**src/rs_pkg.sv**
```systemverilog
package rs_pkg;

    localparam int DATA_SYMS = 64;
    localparam int N68       = 68;   // detection word length
    localparam int N72       = 72;   // correction word length
    localparam int NSYN      = 4;

    typedef logic [7:0]             symbol_t;
    typedef logic [DATA_SYMS*8-1:0] data_word_t;
    typedef logic [N68*8-1:0]       code68_t;
    typedef logic [N72*8-1:0]       code72_t;
    typedef logic [6:0]             sym_idx_t;
    typedef logic [3:0]             err_count_t;

    typedef enum logic [1:0] {
        ERR_NONE,
        ERR_SINGLE,
        ERR_MULTI
    } err_class_t;

    // x^8 + x^4 + x^3 + x^2 + 1
    localparam symbol_t GF_POLY_LOW = 8'h1D;
    localparam symbol_t ALPHA       = 8'h02;

    // shift-and-add product, reduced on every shift
    function automatic symbol_t gf_mul(symbol_t a, symbol_t b);
        symbol_t prod;
        symbol_t x;
        prod = '0;
        x    = a;
        for (int i = 0; i < 8; i++) begin
            if (b[i]) begin
                prod = prod ^ x;
            end
            if (x[7]) begin
                x = symbol_t'(x << 1) ^ GF_POLY_LOW;
            end else begin
                x = symbol_t'(x << 1);
            end
        end
        return prod;
    endfunction

endpackage

```
**src/rs_ifs.sv**
```systemverilog
`timescale 1ns/10ps

// shared symbol index between the FSM and the datapath units
interface counter_if;
    import rs_pkg::*;

    logic     clear;
    logic     step;
    sym_idx_t idx;
    logic     last;   // idx at N68-1

    modport ctrl (output clear, output step, input last);
    modport cnt  (input clear, input step, output idx, output last);
    modport user (input clear, input step, input idx, input last);

endinterface

interface syndrome_if;
    import rs_pkg::*;

    symbol_t s0;
    symbol_t s1;
    symbol_t s2;
    symbol_t s3;

    modport src  (output s0, output s1, output s2, output s3);
    modport sink (input s0, input s1, input s2, input s3);

endinterface

```
**src/symbol_counter.sv**
```systemverilog
`timescale 1ns/10ps

module symbol_counter (
    input  logic      clk,
    input  logic      rst_n,
    counter_if.cnt    cnt
);
    import rs_pkg::*;

    sym_idx_t count;

    always_ff @(posedge clk or negedge rst_n) begin
        if (!rst_n) begin
            count <= '0;
        end else if (cnt.clear) begin   // clear wins over step
            count <= '0;
        end else if (cnt.step) begin
            count <= count + 1'b1;
        end
    end

    assign cnt.idx  = count;
    assign cnt.last = (count == sym_idx_t'(N68 - 1));

endmodule

```
**src/syndrome_unit.sv**
```systemverilog
`timescale 1ns/10ps

module syndrome_unit (
    input  logic           clk,
    input  logic           rst_n,
    input  rs_pkg::code68_t received,
    input  logic           clear,
    counter_if.user        cnt,
    syndrome_if.src        syn
);
    import rs_pkg::*;

    symbol_t acc    [NSYN];
    symbol_t scaled [NSYN];
    symbol_t sym;
    logic    active;   // high only for the 68 syndrome steps

    // symbol 0 sits in the low byte and carries the highest degree
    always_comb begin
        if (cnt.idx < N68) begin
            sym = received[8*cnt.idx +: 8];
        end else begin
            sym = '0;
        end
    end

    // acc[j] * alpha^j for the horner step
    always_comb begin
        for (int j = 0; j < NSYN; j++) begin
            scaled[j] = acc[j];
            for (int k = 0; k < j; k++) begin
                scaled[j] = gf_mul(scaled[j], ALPHA);
            end
        end
    end

    always_ff @(posedge clk or negedge rst_n) begin
        if (!rst_n) begin
            active <= 1'b0;
        end else if (clear) begin
            active <= 1'b1;
        end else if (active && cnt.step && cnt.last) begin
            active <= 1'b0;   // search steps must not touch the sums
        end
    end

    always_ff @(posedge clk) begin
        if (clear) begin
            for (int j = 0; j < NSYN; j++) begin
                acc[j] <= '0;
            end
        end else if (active && cnt.step) begin
            for (int j = 0; j < NSYN; j++) begin
                acc[j] <= scaled[j] ^ sym;
            end
        end
    end

    assign syn.s0 = acc[0];
    assign syn.s1 = acc[1];
    assign syn.s2 = acc[2];
    assign syn.s3 = acc[3];

endmodule

```
**src/error_locator.sv**
```systemverilog
`timescale 1ns/10ps

module error_locator (
    input  logic              clk,
    input  logic              rst_n,
    input  logic              search,
    input  logic              load,
    counter_if.user           cnt,
    syndrome_if.sink          syn,
    output rs_pkg::err_class_t err_class,
    output rs_pkg::sym_idx_t  err_pos,
    output rs_pkg::symbol_t   err_value,
    output logic              locate_done
);
    import rs_pkg::*;

    symbol_t srch;         // S0 * alpha^k on search step k
    logic    all_zero;
    logic    match;
    logic    consistent;
    logic    first;

    assign all_zero = ((syn.s0 | syn.s1 | syn.s2 | syn.s3) == '0);
    assign match    = (srch == syn.s1);
    assign first    = (cnt.idx == '0);

    // a single error gives a geometric syndrome sequence
    assign consistent = (gf_mul(syn.s0, syn.s2) == gf_mul(syn.s1, syn.s1)) &&
                        (gf_mul(syn.s1, syn.s3) == gf_mul(syn.s2, syn.s2));

    always_ff @(posedge clk) begin
        if (load) begin
            srch      <= syn.s0;
            err_value <= syn.s0;   // error magnitude of a single error
        end else if (search) begin
            srch <= gf_mul(srch, ALPHA);
        end
    end

    always_ff @(posedge clk or negedge rst_n) begin
        if (!rst_n) begin
            err_class   <= ERR_NONE;
            err_pos     <= '0;
            locate_done <= 1'b0;
        end else if (load) begin
            err_class   <= ERR_NONE;
            err_pos     <= '0;
            locate_done <= 1'b0;
        end else if (search) begin
            if (first && all_zero) begin
                err_class   <= ERR_NONE;
                locate_done <= 1'b1;
            end else if (match && consistent) begin
                err_class   <= ERR_SINGLE;
                err_pos     <= sym_idx_t'(N68 - 1) - cnt.idx;   // step k -> degree k
                locate_done <= 1'b1;
            end else if (match || cnt.last) begin
                // inconsistent match or no root in range
                err_class   <= ERR_MULTI;
                locate_done <= 1'b1;
            end
        end
    end

endmodule

```
**src/symbol_corrector.sv**
```systemverilog
`timescale 1ns/10ps

module symbol_corrector (
    input  logic               clk,
    input  logic               rst_n,
    input  rs_pkg::code68_t    word68,
    input  rs_pkg::code72_t    word72,
    input  logic               load,
    input  logic               apply,
    input  rs_pkg::sym_idx_t   err_pos,
    input  rs_pkg::symbol_t    err_value,
    output rs_pkg::data_word_t data,
    output logic               corrected
);
    import rs_pkg::*;

    sym_idx_t   mapped;    // position inside the 72-symbol word
    logic       fixable;
    data_word_t patched;

    always_comb begin
        if (err_pos < DATA_SYMS) begin
            mapped = err_pos;
        end else begin
            mapped = err_pos + sym_idx_t'(N72 - N68);   // skip the extra parity
        end
        fixable = (mapped < DATA_SYMS);
        patched = word72[DATA_SYMS*8-1:0];
        if (fixable) begin
            patched[8*mapped[5:0] +: 8] = patched[8*mapped[5:0] +: 8] ^ err_value;
        end
    end

    always_ff @(posedge clk) begin
        if (load) begin
            data <= word68[DATA_SYMS*8-1:0];
        end else if (apply && fixable) begin
            data <= patched;
        end
    end

    always_ff @(posedge clk or negedge rst_n) begin
        if (!rst_n) begin
            corrected <= 1'b0;
        end else if (load) begin
            corrected <= 1'b0;
        end else if (apply && fixable) begin
            corrected <= 1'b1;
        end
    end

endmodule

```
**src/decode_ctrl.sv**
```systemverilog
`timescale 1ns/10ps

module decode_ctrl (
    input  logic               clk,
    input  logic               rst_n,
    input  logic               start,
    counter_if.ctrl            cnt,
    output logic               syn_clear,
    output logic               search,
    output logic               loc_load,
    output logic               cor_load,
    output logic               cor_apply,
    input  logic               locate_done,
    input  rs_pkg::err_class_t err_class,
    input  logic               corrected,
    input  rs_pkg::sym_idx_t   err_pos,
    output rs_pkg::err_count_t errors_detected,
    output rs_pkg::sym_idx_t   error_position,
    output logic               decode_success,
    output logic               valid_out
);
    import rs_pkg::*;

    typedef enum logic [2:0] {
        ST_IDLE,
        ST_SYNDROME,
        ST_LOCATE,
        ST_CORRECT,
        ST_DONE
    } state_t;

    state_t state;
    logic   loaded;   // locator seeded, search may run

    always_comb begin
        cnt.clear = 1'b0;
        cnt.step  = 1'b0;
        syn_clear = 1'b0;
        search    = 1'b0;
        loc_load  = 1'b0;
        cor_load  = 1'b0;
        cor_apply = 1'b0;
        case (state)
            ST_IDLE: begin
                if (start) begin
                    cnt.clear = 1'b1;
                    syn_clear = 1'b1;
                    cor_load  = 1'b1;
                end
            end
            ST_SYNDROME: cnt.step = 1'b1;
            ST_LOCATE: begin
                if (!loaded) begin
                    loc_load  = 1'b1;
                    cnt.clear = 1'b1;   // k restarts at 0
                end else if (!locate_done) begin
                    search   = 1'b1;
                    cnt.step = 1'b1;
                end
            end
            ST_CORRECT: cor_apply = (err_class == ERR_SINGLE);
            default: ;
        endcase
    end

    always_ff @(posedge clk or negedge rst_n) begin
        if (!rst_n) begin
            state           <= ST_IDLE;
            loaded          <= 1'b0;
            errors_detected <= '0;
            error_position  <= '0;
            decode_success  <= 1'b0;
            valid_out       <= 1'b0;
        end else begin
            case (state)
                ST_IDLE: begin
                    if (start) begin
                        state           <= ST_SYNDROME;
                        errors_detected <= '0;
                        error_position  <= '0;
                        decode_success  <= 1'b0;
                    end
                end
                ST_SYNDROME: begin
                    if (cnt.last) begin   // 68th symbol this cycle
                        state  <= ST_LOCATE;
                        loaded <= 1'b0;
                    end
                end
                ST_LOCATE: begin
                    if (!loaded) begin
                        loaded <= 1'b1;
                    end else if (locate_done) begin
                        state <= ST_CORRECT;
                    end
                end
                ST_CORRECT: begin
                    case (err_class)
                        ERR_NONE:   errors_detected <= err_count_t'(0);
                        ERR_SINGLE: errors_detected <= err_count_t'(1);
                        default:    errors_detected <= err_count_t'(2);
                    endcase
                    error_position <= (err_class == ERR_SINGLE) ? err_pos : '0;
                    state          <= ST_DONE;
                end
                ST_DONE: begin
                    if (!valid_out) begin
                        valid_out      <= 1'b1;
                        // a repaired word always counts as success
                        decode_success <= corrected || (err_class != ERR_MULTI);
                    end else if (!start) begin
                        valid_out <= 1'b0;
                        state     <= ST_IDLE;
                    end
                end
                default: state <= ST_IDLE;
            endcase
        end
    end

endmodule

```
**src/crs_decoder.sv**
```systemverilog
`timescale 1ns/10ps

module crs_decoder (
    input  logic               clk,
    input  logic               rst_n,
    input  logic               start,
    input  rs_pkg::code72_t    received_data_72,
    input  rs_pkg::code68_t    received_data_68,
    output rs_pkg::data_word_t decoded_data,
    output rs_pkg::err_count_t errors_detected,
    output logic               errors_corrected,
    output rs_pkg::sym_idx_t   error_position,
    output logic               valid_out,
    output logic               decode_success
);
    import rs_pkg::*;

    logic       syn_clear;
    logic       search;
    logic       loc_load;
    logic       cor_load;
    logic       cor_apply;
    logic       locate_done;
    err_class_t err_class;
    sym_idx_t   err_pos;
    symbol_t    err_value;

    counter_if  cnt_if ();
    syndrome_if syn_if ();

    decode_ctrl ctrl_i (
        .clk             (clk),
        .rst_n           (rst_n),
        .start           (start),
        .cnt             (cnt_if.ctrl),
        .syn_clear       (syn_clear),
        .search          (search),
        .loc_load        (loc_load),
        .cor_load        (cor_load),
        .cor_apply       (cor_apply),
        .locate_done     (locate_done),
        .err_class       (err_class),
        .corrected       (errors_corrected),
        .err_pos         (err_pos),
        .errors_detected (errors_detected),
        .error_position  (error_position),
        .decode_success  (decode_success),
        .valid_out       (valid_out)
    );

    symbol_counter counter_i (
        .clk   (clk),
        .rst_n (rst_n),
        .cnt   (cnt_if.cnt)
    );

    // syndromes come from the 68-symbol word only
    syndrome_unit syndrome_i (
        .clk      (clk),
        .rst_n    (rst_n),
        .received (received_data_68),
        .clear    (syn_clear),
        .cnt      (cnt_if.user),
        .syn      (syn_if.src)
    );

    error_locator locator_i (
        .clk         (clk),
        .rst_n       (rst_n),
        .search      (search),
        .load        (loc_load),
        .cnt         (cnt_if.user),
        .syn         (syn_if.sink),
        .err_class   (err_class),
        .err_pos     (err_pos),
        .err_value   (err_value),
        .locate_done (locate_done)
    );

    symbol_corrector corrector_i (
        .clk       (clk),
        .rst_n     (rst_n),
        .word68    (received_data_68),
        .word72    (received_data_72),
        .load      (cor_load),
        .apply     (cor_apply),
        .err_pos   (err_pos),
        .err_value (err_value),
        .data      (decoded_data),
        .corrected (errors_corrected)
    );

endmodule

```
**config.mk**
```make
export PLATFORM = sky130hd
export DESIGN_NAME = crs_decoder
export DESIGN_NICKNAME = d
export VERILOG_FILES = /design/src/rs_pkg.sv /design/src/rs_ifs.sv /design/src/symbol_counter.sv /design/src/syndrome_unit.sv /design/src/error_locator.sv /design/src/symbol_corrector.sv /design/src/decode_ctrl.sv /design/src/crs_decoder.sv
export SDC_FILE = /design/constraint.sdc
export NUM_CORES = 2
export LEC_CHECK = 0
export ABC_AREA = 1
export BUFFER_PORTS_ARGS = -buffer_cell sky130_fd_sc_hd__buf_2
export CORE_AREA = 4 4 637 639
export DETAILED_ROUTE_END_ITERATION = 12
export DIE_AREA = 0 0 641 643
export PLACE_DENSITY = 0.34
export SYNTH_ARGS = -nofsm -noshare
export SYNTH_HDL_FRONTEND = slang
export SYNTH_HIERARCHICAL = 1
export SYNTH_SLANG_ARGS = --single-unit
```
**constraint.sdc**
```tcl
create_clock -name clk -period 18.2 [get_ports clk]
set_input_delay 3.64 -clock clk [delete_from_list [all_inputs] [get_ports clk]]
set_output_delay 3.64 -clock clk [all_outputs]
set_load 0.1 [all_outputs]
```
; ---- Word-level counts from Yosys, hierarchy flattened
; Memory sizes are Yosys's and may differ from the RTL's.
; Cells that the tools add are included.
; Widths: inputs -> output; s select.
[classes]
mux = 123
n_shift = 4
bitwise = 65
n_mul = 0
div_mod_pow = 0
n_addsub = 4
n_eq_ne = 18
order_cmp = 3
n_reduce_logical = 27
[ops]
columns = cell, count
row1 = $mux 512, 3
row2 = $shiftx 544x11->8, 1
row3 = $bwmux 512, 1
row4 = $shift 8x34->512 const A, 1
row5 = $shiftx 512x10->8, 1
row6 = $shiftx 8x34->512, 1
row7 = $mux 8, 39
row8 = $xor 8x8->8, 33
row9 = $mux 5, 25
row10 = $not 4->4, 25
row11 = $mux 7, 9
row12 = $neg 9->34, 1
row13 = $mux 1, 26
row14 = $eq 8x8->1, 3
row15 = $or 8x8->8, 3
row16 = $lt 7x7->1 const B, 3
row17 = $mux 3, 6
row18 = $reduce_bool 2->1, 8
row19 = $pmux 3 s5, 1
row20 = $pmux 7 s2, 1
row21 = $mux 2, 5
row22 = $ne 2x2->1 const B, 5
row23 = $logic_not 8->1, 1
row24 = $ne 2x1->1 const B, 4
row25 = 22 further kinds, 38
[totals]
romBits = 0
ff_bits = 564
in_bits = 1123
memories = 1
ram_bits = 32
out_inout_bits = 526
latch_bits = 0
[mem_list]
columns = name, depth, width, rd, rd_ports_with_merged_regs, write_ports, line_no
row1 = syndrome_i.acc, 4, 8, 4, 0, 4, syndrome_unit.sv:13  ; symbol_t acc [NSYN];

; ---- Depth between registers and ports, before layout
; An unclocked memory read counts as a cell.
[depth]
depth_word = 24
mapped_depth = 27

; ---- Modules after synthesis
; The synthesis kept the hierarchy.
[by_module_without_submodules]
columns = module, cells_each, area_each_um2, seq_area_each_um2, n_inst
row1 = symbol_corrector, 4814, 35145.0, 15399.8, 1
row2 = syndrome_unit, 1567, 7862.5, 985.9, 1
row3 = error_locator, 1361, 7036.7, 730.7, 1
row4 = decode_ctrl, 94, 749.5, 375.4, 1
row5 = symbol_counter, 50, 391.6, 175.2, 1

; ---- Least setup slack after synthesis
; Ideal clock, no wire load.
[synth_path]
kind = in2reg
from = in start
to = reg corrector_i.data[0], enable pin
path_slack_ns = 1.577
n_path_buf = 4
t_arrival_ns = 12.978
path_stages = 8
t_required_ns = 14.554
path_cell_list = nand3_2 > buf_4 > inv_1 > clkbuf_1 > inv_1 > clkbuf_1 > clkbuf_1 > nand2_1
[synth_between]
elab_chain_len = 3
[synth_rtl]
columns = element, line_no
row1 = start: declaration, crs_decoder.sv:6  ; input logic start,
row2 = $mux 1, decode_ctrl.sv:45  ; if (start) begin
row3 = $mux 1, decode_ctrl.sv:43  ; case (state)
row4 = net cor_load, crs_decoder.sv:21  ; logic cor_load;
row5 = $reduce_bool 2->1 (no source line), n/a
row6 = end signal: assignment, symbol_corrector.sv:36  ; data <= word68[DATA_SYMS*8-1:0];
row7 = end signal: assignment, symbol_corrector.sv:38  ; data <= patched;
row8 = end: declaration, symbol_corrector.sv:12  ; output rs_pkg::data_word_t data,
; The timed path passes the listed nets, and every way through them passes these cells.
; A chain may end at the register's enable or synchronous reset.

; ---- Worst setup path after layout
[layout_path]
from = in received_data_72[58]
to = reg corrector_i.data[482] (data pin)
[layout_between]
elab_chain_len = 7
[layout_rtl]
columns = element, line_no
row1 = start: declaration, crs_decoder.sv:7  ; input rs_pkg::code72_t received_data_72,
row2 = $shiftx 512x10->8, symbol_corrector.sv:30  ; patched[8*mapped[5:0] +: 8] = patched[8*mapped[5:0] +: 8] ^ err_value;
row3 = $xor 8x8->8, symbol_corrector.sv:30
row4 = $shiftx 8x34->512, symbol_corrector.sv:30
row5 = $bwmux 512, symbol_corrector.sv:30
row6 = $mux 512, symbol_corrector.sv:29  ; if (fixable) begin
row7 = $mux 512, symbol_corrector.sv:37  ; end else if (apply && fixable) begin
row8 = $mux 512, symbol_corrector.sv:35  ; if (load) begin
; No other way between the ends. The select of a mux whose other input is x is not followed.

==> metrics.md <==
| Metric | Value |
|---|---|
| Outcome | `finished, final reports clean` |
| Drt pass-1 iters | `6` |
| Worst Setup End Kind | `flip-flop` |
| Starting Density | `12.8%` |
| Clock tree from TritonCTS | `yes` |
| Initial antenna violation count | `452` |
| Synth Flop Type | `edfxtp_1` |
| Worst hold endpoint | `syndrome_i/active` |
| Final wirelength | `578,000 um` |
| Crit path launch | `received_data_72[58]` |
| Post-synth ARST share | `5.72%` |
| Pwr dens | `154 nW/um2` |
| Filler instances | `46,700` |
| Clock share of power | `17.6%` |
| Hold path cells | `2` |
| Placed cells | `14,400` |
| Seq pwr share | `19.1%` |
| Most frequent cells in the layout | `2,548 x nand2_1, 1,582 x buf_2, 1,033 x nand3_1, 697 x nor2_1, 689 x a21oi_1` |
| Die Span Y | `643 um` |
| Final Wtd Congestion | `0.971` |
| Average wire per cell in the routed design | `38.8 um` |
| Data required time of the worst path | `18.80 ns` |
| Fin Setup TNS | `0 ns` |
| Fin. max-slew vios | `0` |
| Reg clk slew, reported paths | `0.07 ns` |
| Net Switching | `6.15 mW` |
| Mapped Cells | `7,886` |
| Vias | `67,600` |
| Row count | `232` |
| Relative slew slack | `7.15%` |
| Max VDD drop | `0.0730 mV` |
| RSZ-0062 raised after global routing | `false` |
| Worst skew pair latency | `0.77 ns` |
| Leading area contributor after synthesis | `edfxtp_1` |
| Root buffer selected by CTS | `clkbuf_16` |
| FF-to-FF setup slack | `10.47 ns` |
| Ports | `1,649` |
| Count of buffers from port buffering | `1,582` |
| Combinational fraction of design power | `63.4%` |
| Share of layout cells above drive strength 1 | `23.4%` |
| CP Max Fanout | `10` |
| Largest net degree at the start of global routing | `149` |
| Register area share after synthesis | `34.5%` |
| CTS buffer count | `86` |
| Fmax | `122 MHz` |
| Mapped Avg Cell Area | `6.49 um2` |
| Warnings, synthesis | `6` |
| Core ar. | `399,000 um2` |
| CTS sink count | `594` |
| DRC Markers | `0` |
| Synth cell types | `52` |
| Hold Crit Start | `syndrome_i/active` |
| Die Wd | `641 um` |
| Crit share post-route | `45.1%` |
| Worst-margin pin slew | `1.38 ns` |
| Final hold violations | `0` |
| Synth Cell Area | `51,200 um2` |
| First-pass GRT wire length | `710,000 um` |
| CP Class | `in2reg` |
| Max-cap violations | `0` |
| Synth top area share | `32.9%` |
| Switching share of power | `58.6%` |
| Post-synth EDFFs | `560` |
| Via density | `4.54` |
| Vias in the first global route | `61,100` |
| Min cycle time layout | `8.20 ns` |
| Internal power | `4.34 mW` |
| Area growth, synth to finish | `33.3%` |
| Remaining antenna violation count | `0` |
| Nets | `10,300` |
| Commonest non-fill, non-tap cell in the layout | `nand2_1` |
| Setup crit start kind | `primary input` |
| Register bit total from synthesis | `594` |
| Depth of the most critical reg-to-reg path | `18` |
| Post_cts resized | `0` |
| Longest Clk Path Bufs | `3` |
| Post-DP HPWL | `468,000 um` |
| Pleak | `29.7 nW` |
| R2r endpoint | `corrector_i/data[482]` |
| Final setup fails | `0` |
| Synth area leaders | `edfxtp_1 33%, nand2_1 19%, nand3_1 10%` |
| DRT iter0 DRCs | `8,842` |
| Fin Clk Skew | `0.0428 ns` |
| WHS | `0.474 ns` |
| Worst path arrival time | `8.80 ns` |
| Non-filler cells in the finished layout | `14,900` |
| Critical R2R Launch | `locator_i/err_pos[0]` |
| Gr ovfl total | `0` |
| H-Tree Depth | `3` |
| Setup bufs post-CTS | `0` |
| Die area | `412,000 um2` |
| Post-CTS Hold Fix Bufs | `0` |
| Total track usage | `26.7%` |
| Hold/Removal Path Class | `reg2reg` |
[area by class of cell]
type / count / area, um2 / share of cell area [%]
clock inverters: 58 / 639 / 0.937
multi-input cells: 6028 / 28100 / 41.1
clock buffers: 102 / 2220 / 3.26
repair buffers: 1731 / 9200 / 13.5
inverters: 762 / 2930 / 4.29
diodes: 363 / 908 / 1.33
well taps: 5265 / 6590 / 9.66
flip-flops and latches: 594 / 17700 / 25.9
[per-layer routing]
metal  wire, um  vias to the layer above  GRT usage (%)  part of all wire, %
met5        821                        -              0                 0.14
met2     267000                     4103           42.8                   46
met4      39700                      126           17.1                  6.9
met3      51200                     1062           7.85                  8.8
met1     219000                    33300           30.8                   38
li1           -                    29000              -                    -
[cells in the mapped netlist, types with 5 or more instances]
master and instances:
or2_1 11, buf_1 45, nand3_2 29, o211ai_1 136, nand2_2 31, buf_2 155, nand4_1 110, o21bai_1 7
edfxtp_1 560, nor3_1 12, or2_2 37, nand4_2 6, inv_1 683, o21ai_0 335, a21o_1 5, inv_2 72
buf_6 45, a21oi_2 5, ha_1 9, nor2_1 697, xor2_1 53, o21ai_1 86, xnor2_1 46, nor4_1 8
dfrtp_1 34, o22ai_1 8, buf_4 65, nand3_1 1033, nand3b_1 19, nand2_4 13, nor2_4 46, nand2_1 2550
a21oi_1 689, clkbuf_1 192, nor2_2 29
[per-stage QoR]
stage | worst slack, ns | utilization, % | area [um2] | power (mW)
final | 10.0 | 17.1 | 68200 | 10.5
after global routing | 10.34 | 17.0 | 67900 | 11.0
after CTS | 10.30 | 16.9 | 67300 | 10.5
after detailed placement | 9.45 | 16.1 | 64500 | 8.59
after global placement | 9.53 | 16.1 | 64500 | 8.61
after floorplan | 1.58 | - | 51200 | 6.15
[power by group through the flow]
| stage | Clock, mW | Sequential, mW | Combinational [mW] |
|---|---|---|---|
| 2_1_floorplan | 0 | 2.71 | 3.44 |
| 3_3_place_gp | 0 | 2.03 | 6.59 |
| 3_5_place_dp | 0 | 2.03 | 6.56 |
| 4_1_cts | 1.91 | 2.00 | 6.59 |
| 5_1_grt | 1.94 | 2.01 | 7.10 |
| 6_report | 1.85 | 2.00 | 6.65 |
[critical path, stage by stage]
cell	delay, ns
buf_2	0.14
inv_1	0.05
nand2_1	0.05
nand3_1	0.11
nand3_1	0.21
nand3_1	0.60
nand3_1	0.49
nand3_1	0.28
nand2_1	0.14
nand2_1	0.06
nand2_1	0.24
nand3_2	0.63
inv_2	1.05
nand3_1	0.70
nand2_1	0.23
nand2_1	0.07
nand2_1	0.06
[flip-flops by register name, summed over array words and instances, names as in the netlist, 2 cells and up]
| name | flops |
|---|---|
| locator_i/err_value | 8 |
| counter_i/cnt.idx | 7 |
| locator_i/err_class | 2 |
| locator_i/srch | 8 |
| ctrl_i/error_position | 7 |
| syndrome_i/acc | 32 |
| ctrl_i/errors_detected | 2 |
| ctrl_i/state | 3 |
| locator_i/err_pos | 7 |
| corrector_i/data | 512 |
[how the worst max path moves through the flow]
| stage | endpoint | slack (ns) |
|---|---|---|
| final | corrector_i/data[482] | 10.0 |
| after global routing | corrector_i/data[354] | 10.34 |
| after CTS | corrector_i/data[385] | 10.30 |
| after detailed placement | corrector_i/data[385] | 9.45 |
| after global placement | corrector_i/data[385] | 9.53 |
| after floorplan | corrector_i/data[0] | 1.58 |
[kinds of logic (layout without fill, tap and decap cells)]
group	after synthesis	after routing	share of synthesized area, %
AND/OR/NAND/NOR	4639	4639	39.3
XOR/XNOR	103	103	1.82
adder cells (fa/ha/maj)	9	9	0.220
AO/OA/AOI/OAI	1275	1275	13.3
buffers and inverters	1265	2653	10.8
other	1	365	0.00733
flip-flops	594	594	34.5
Power figures use the tool's default switching activity.
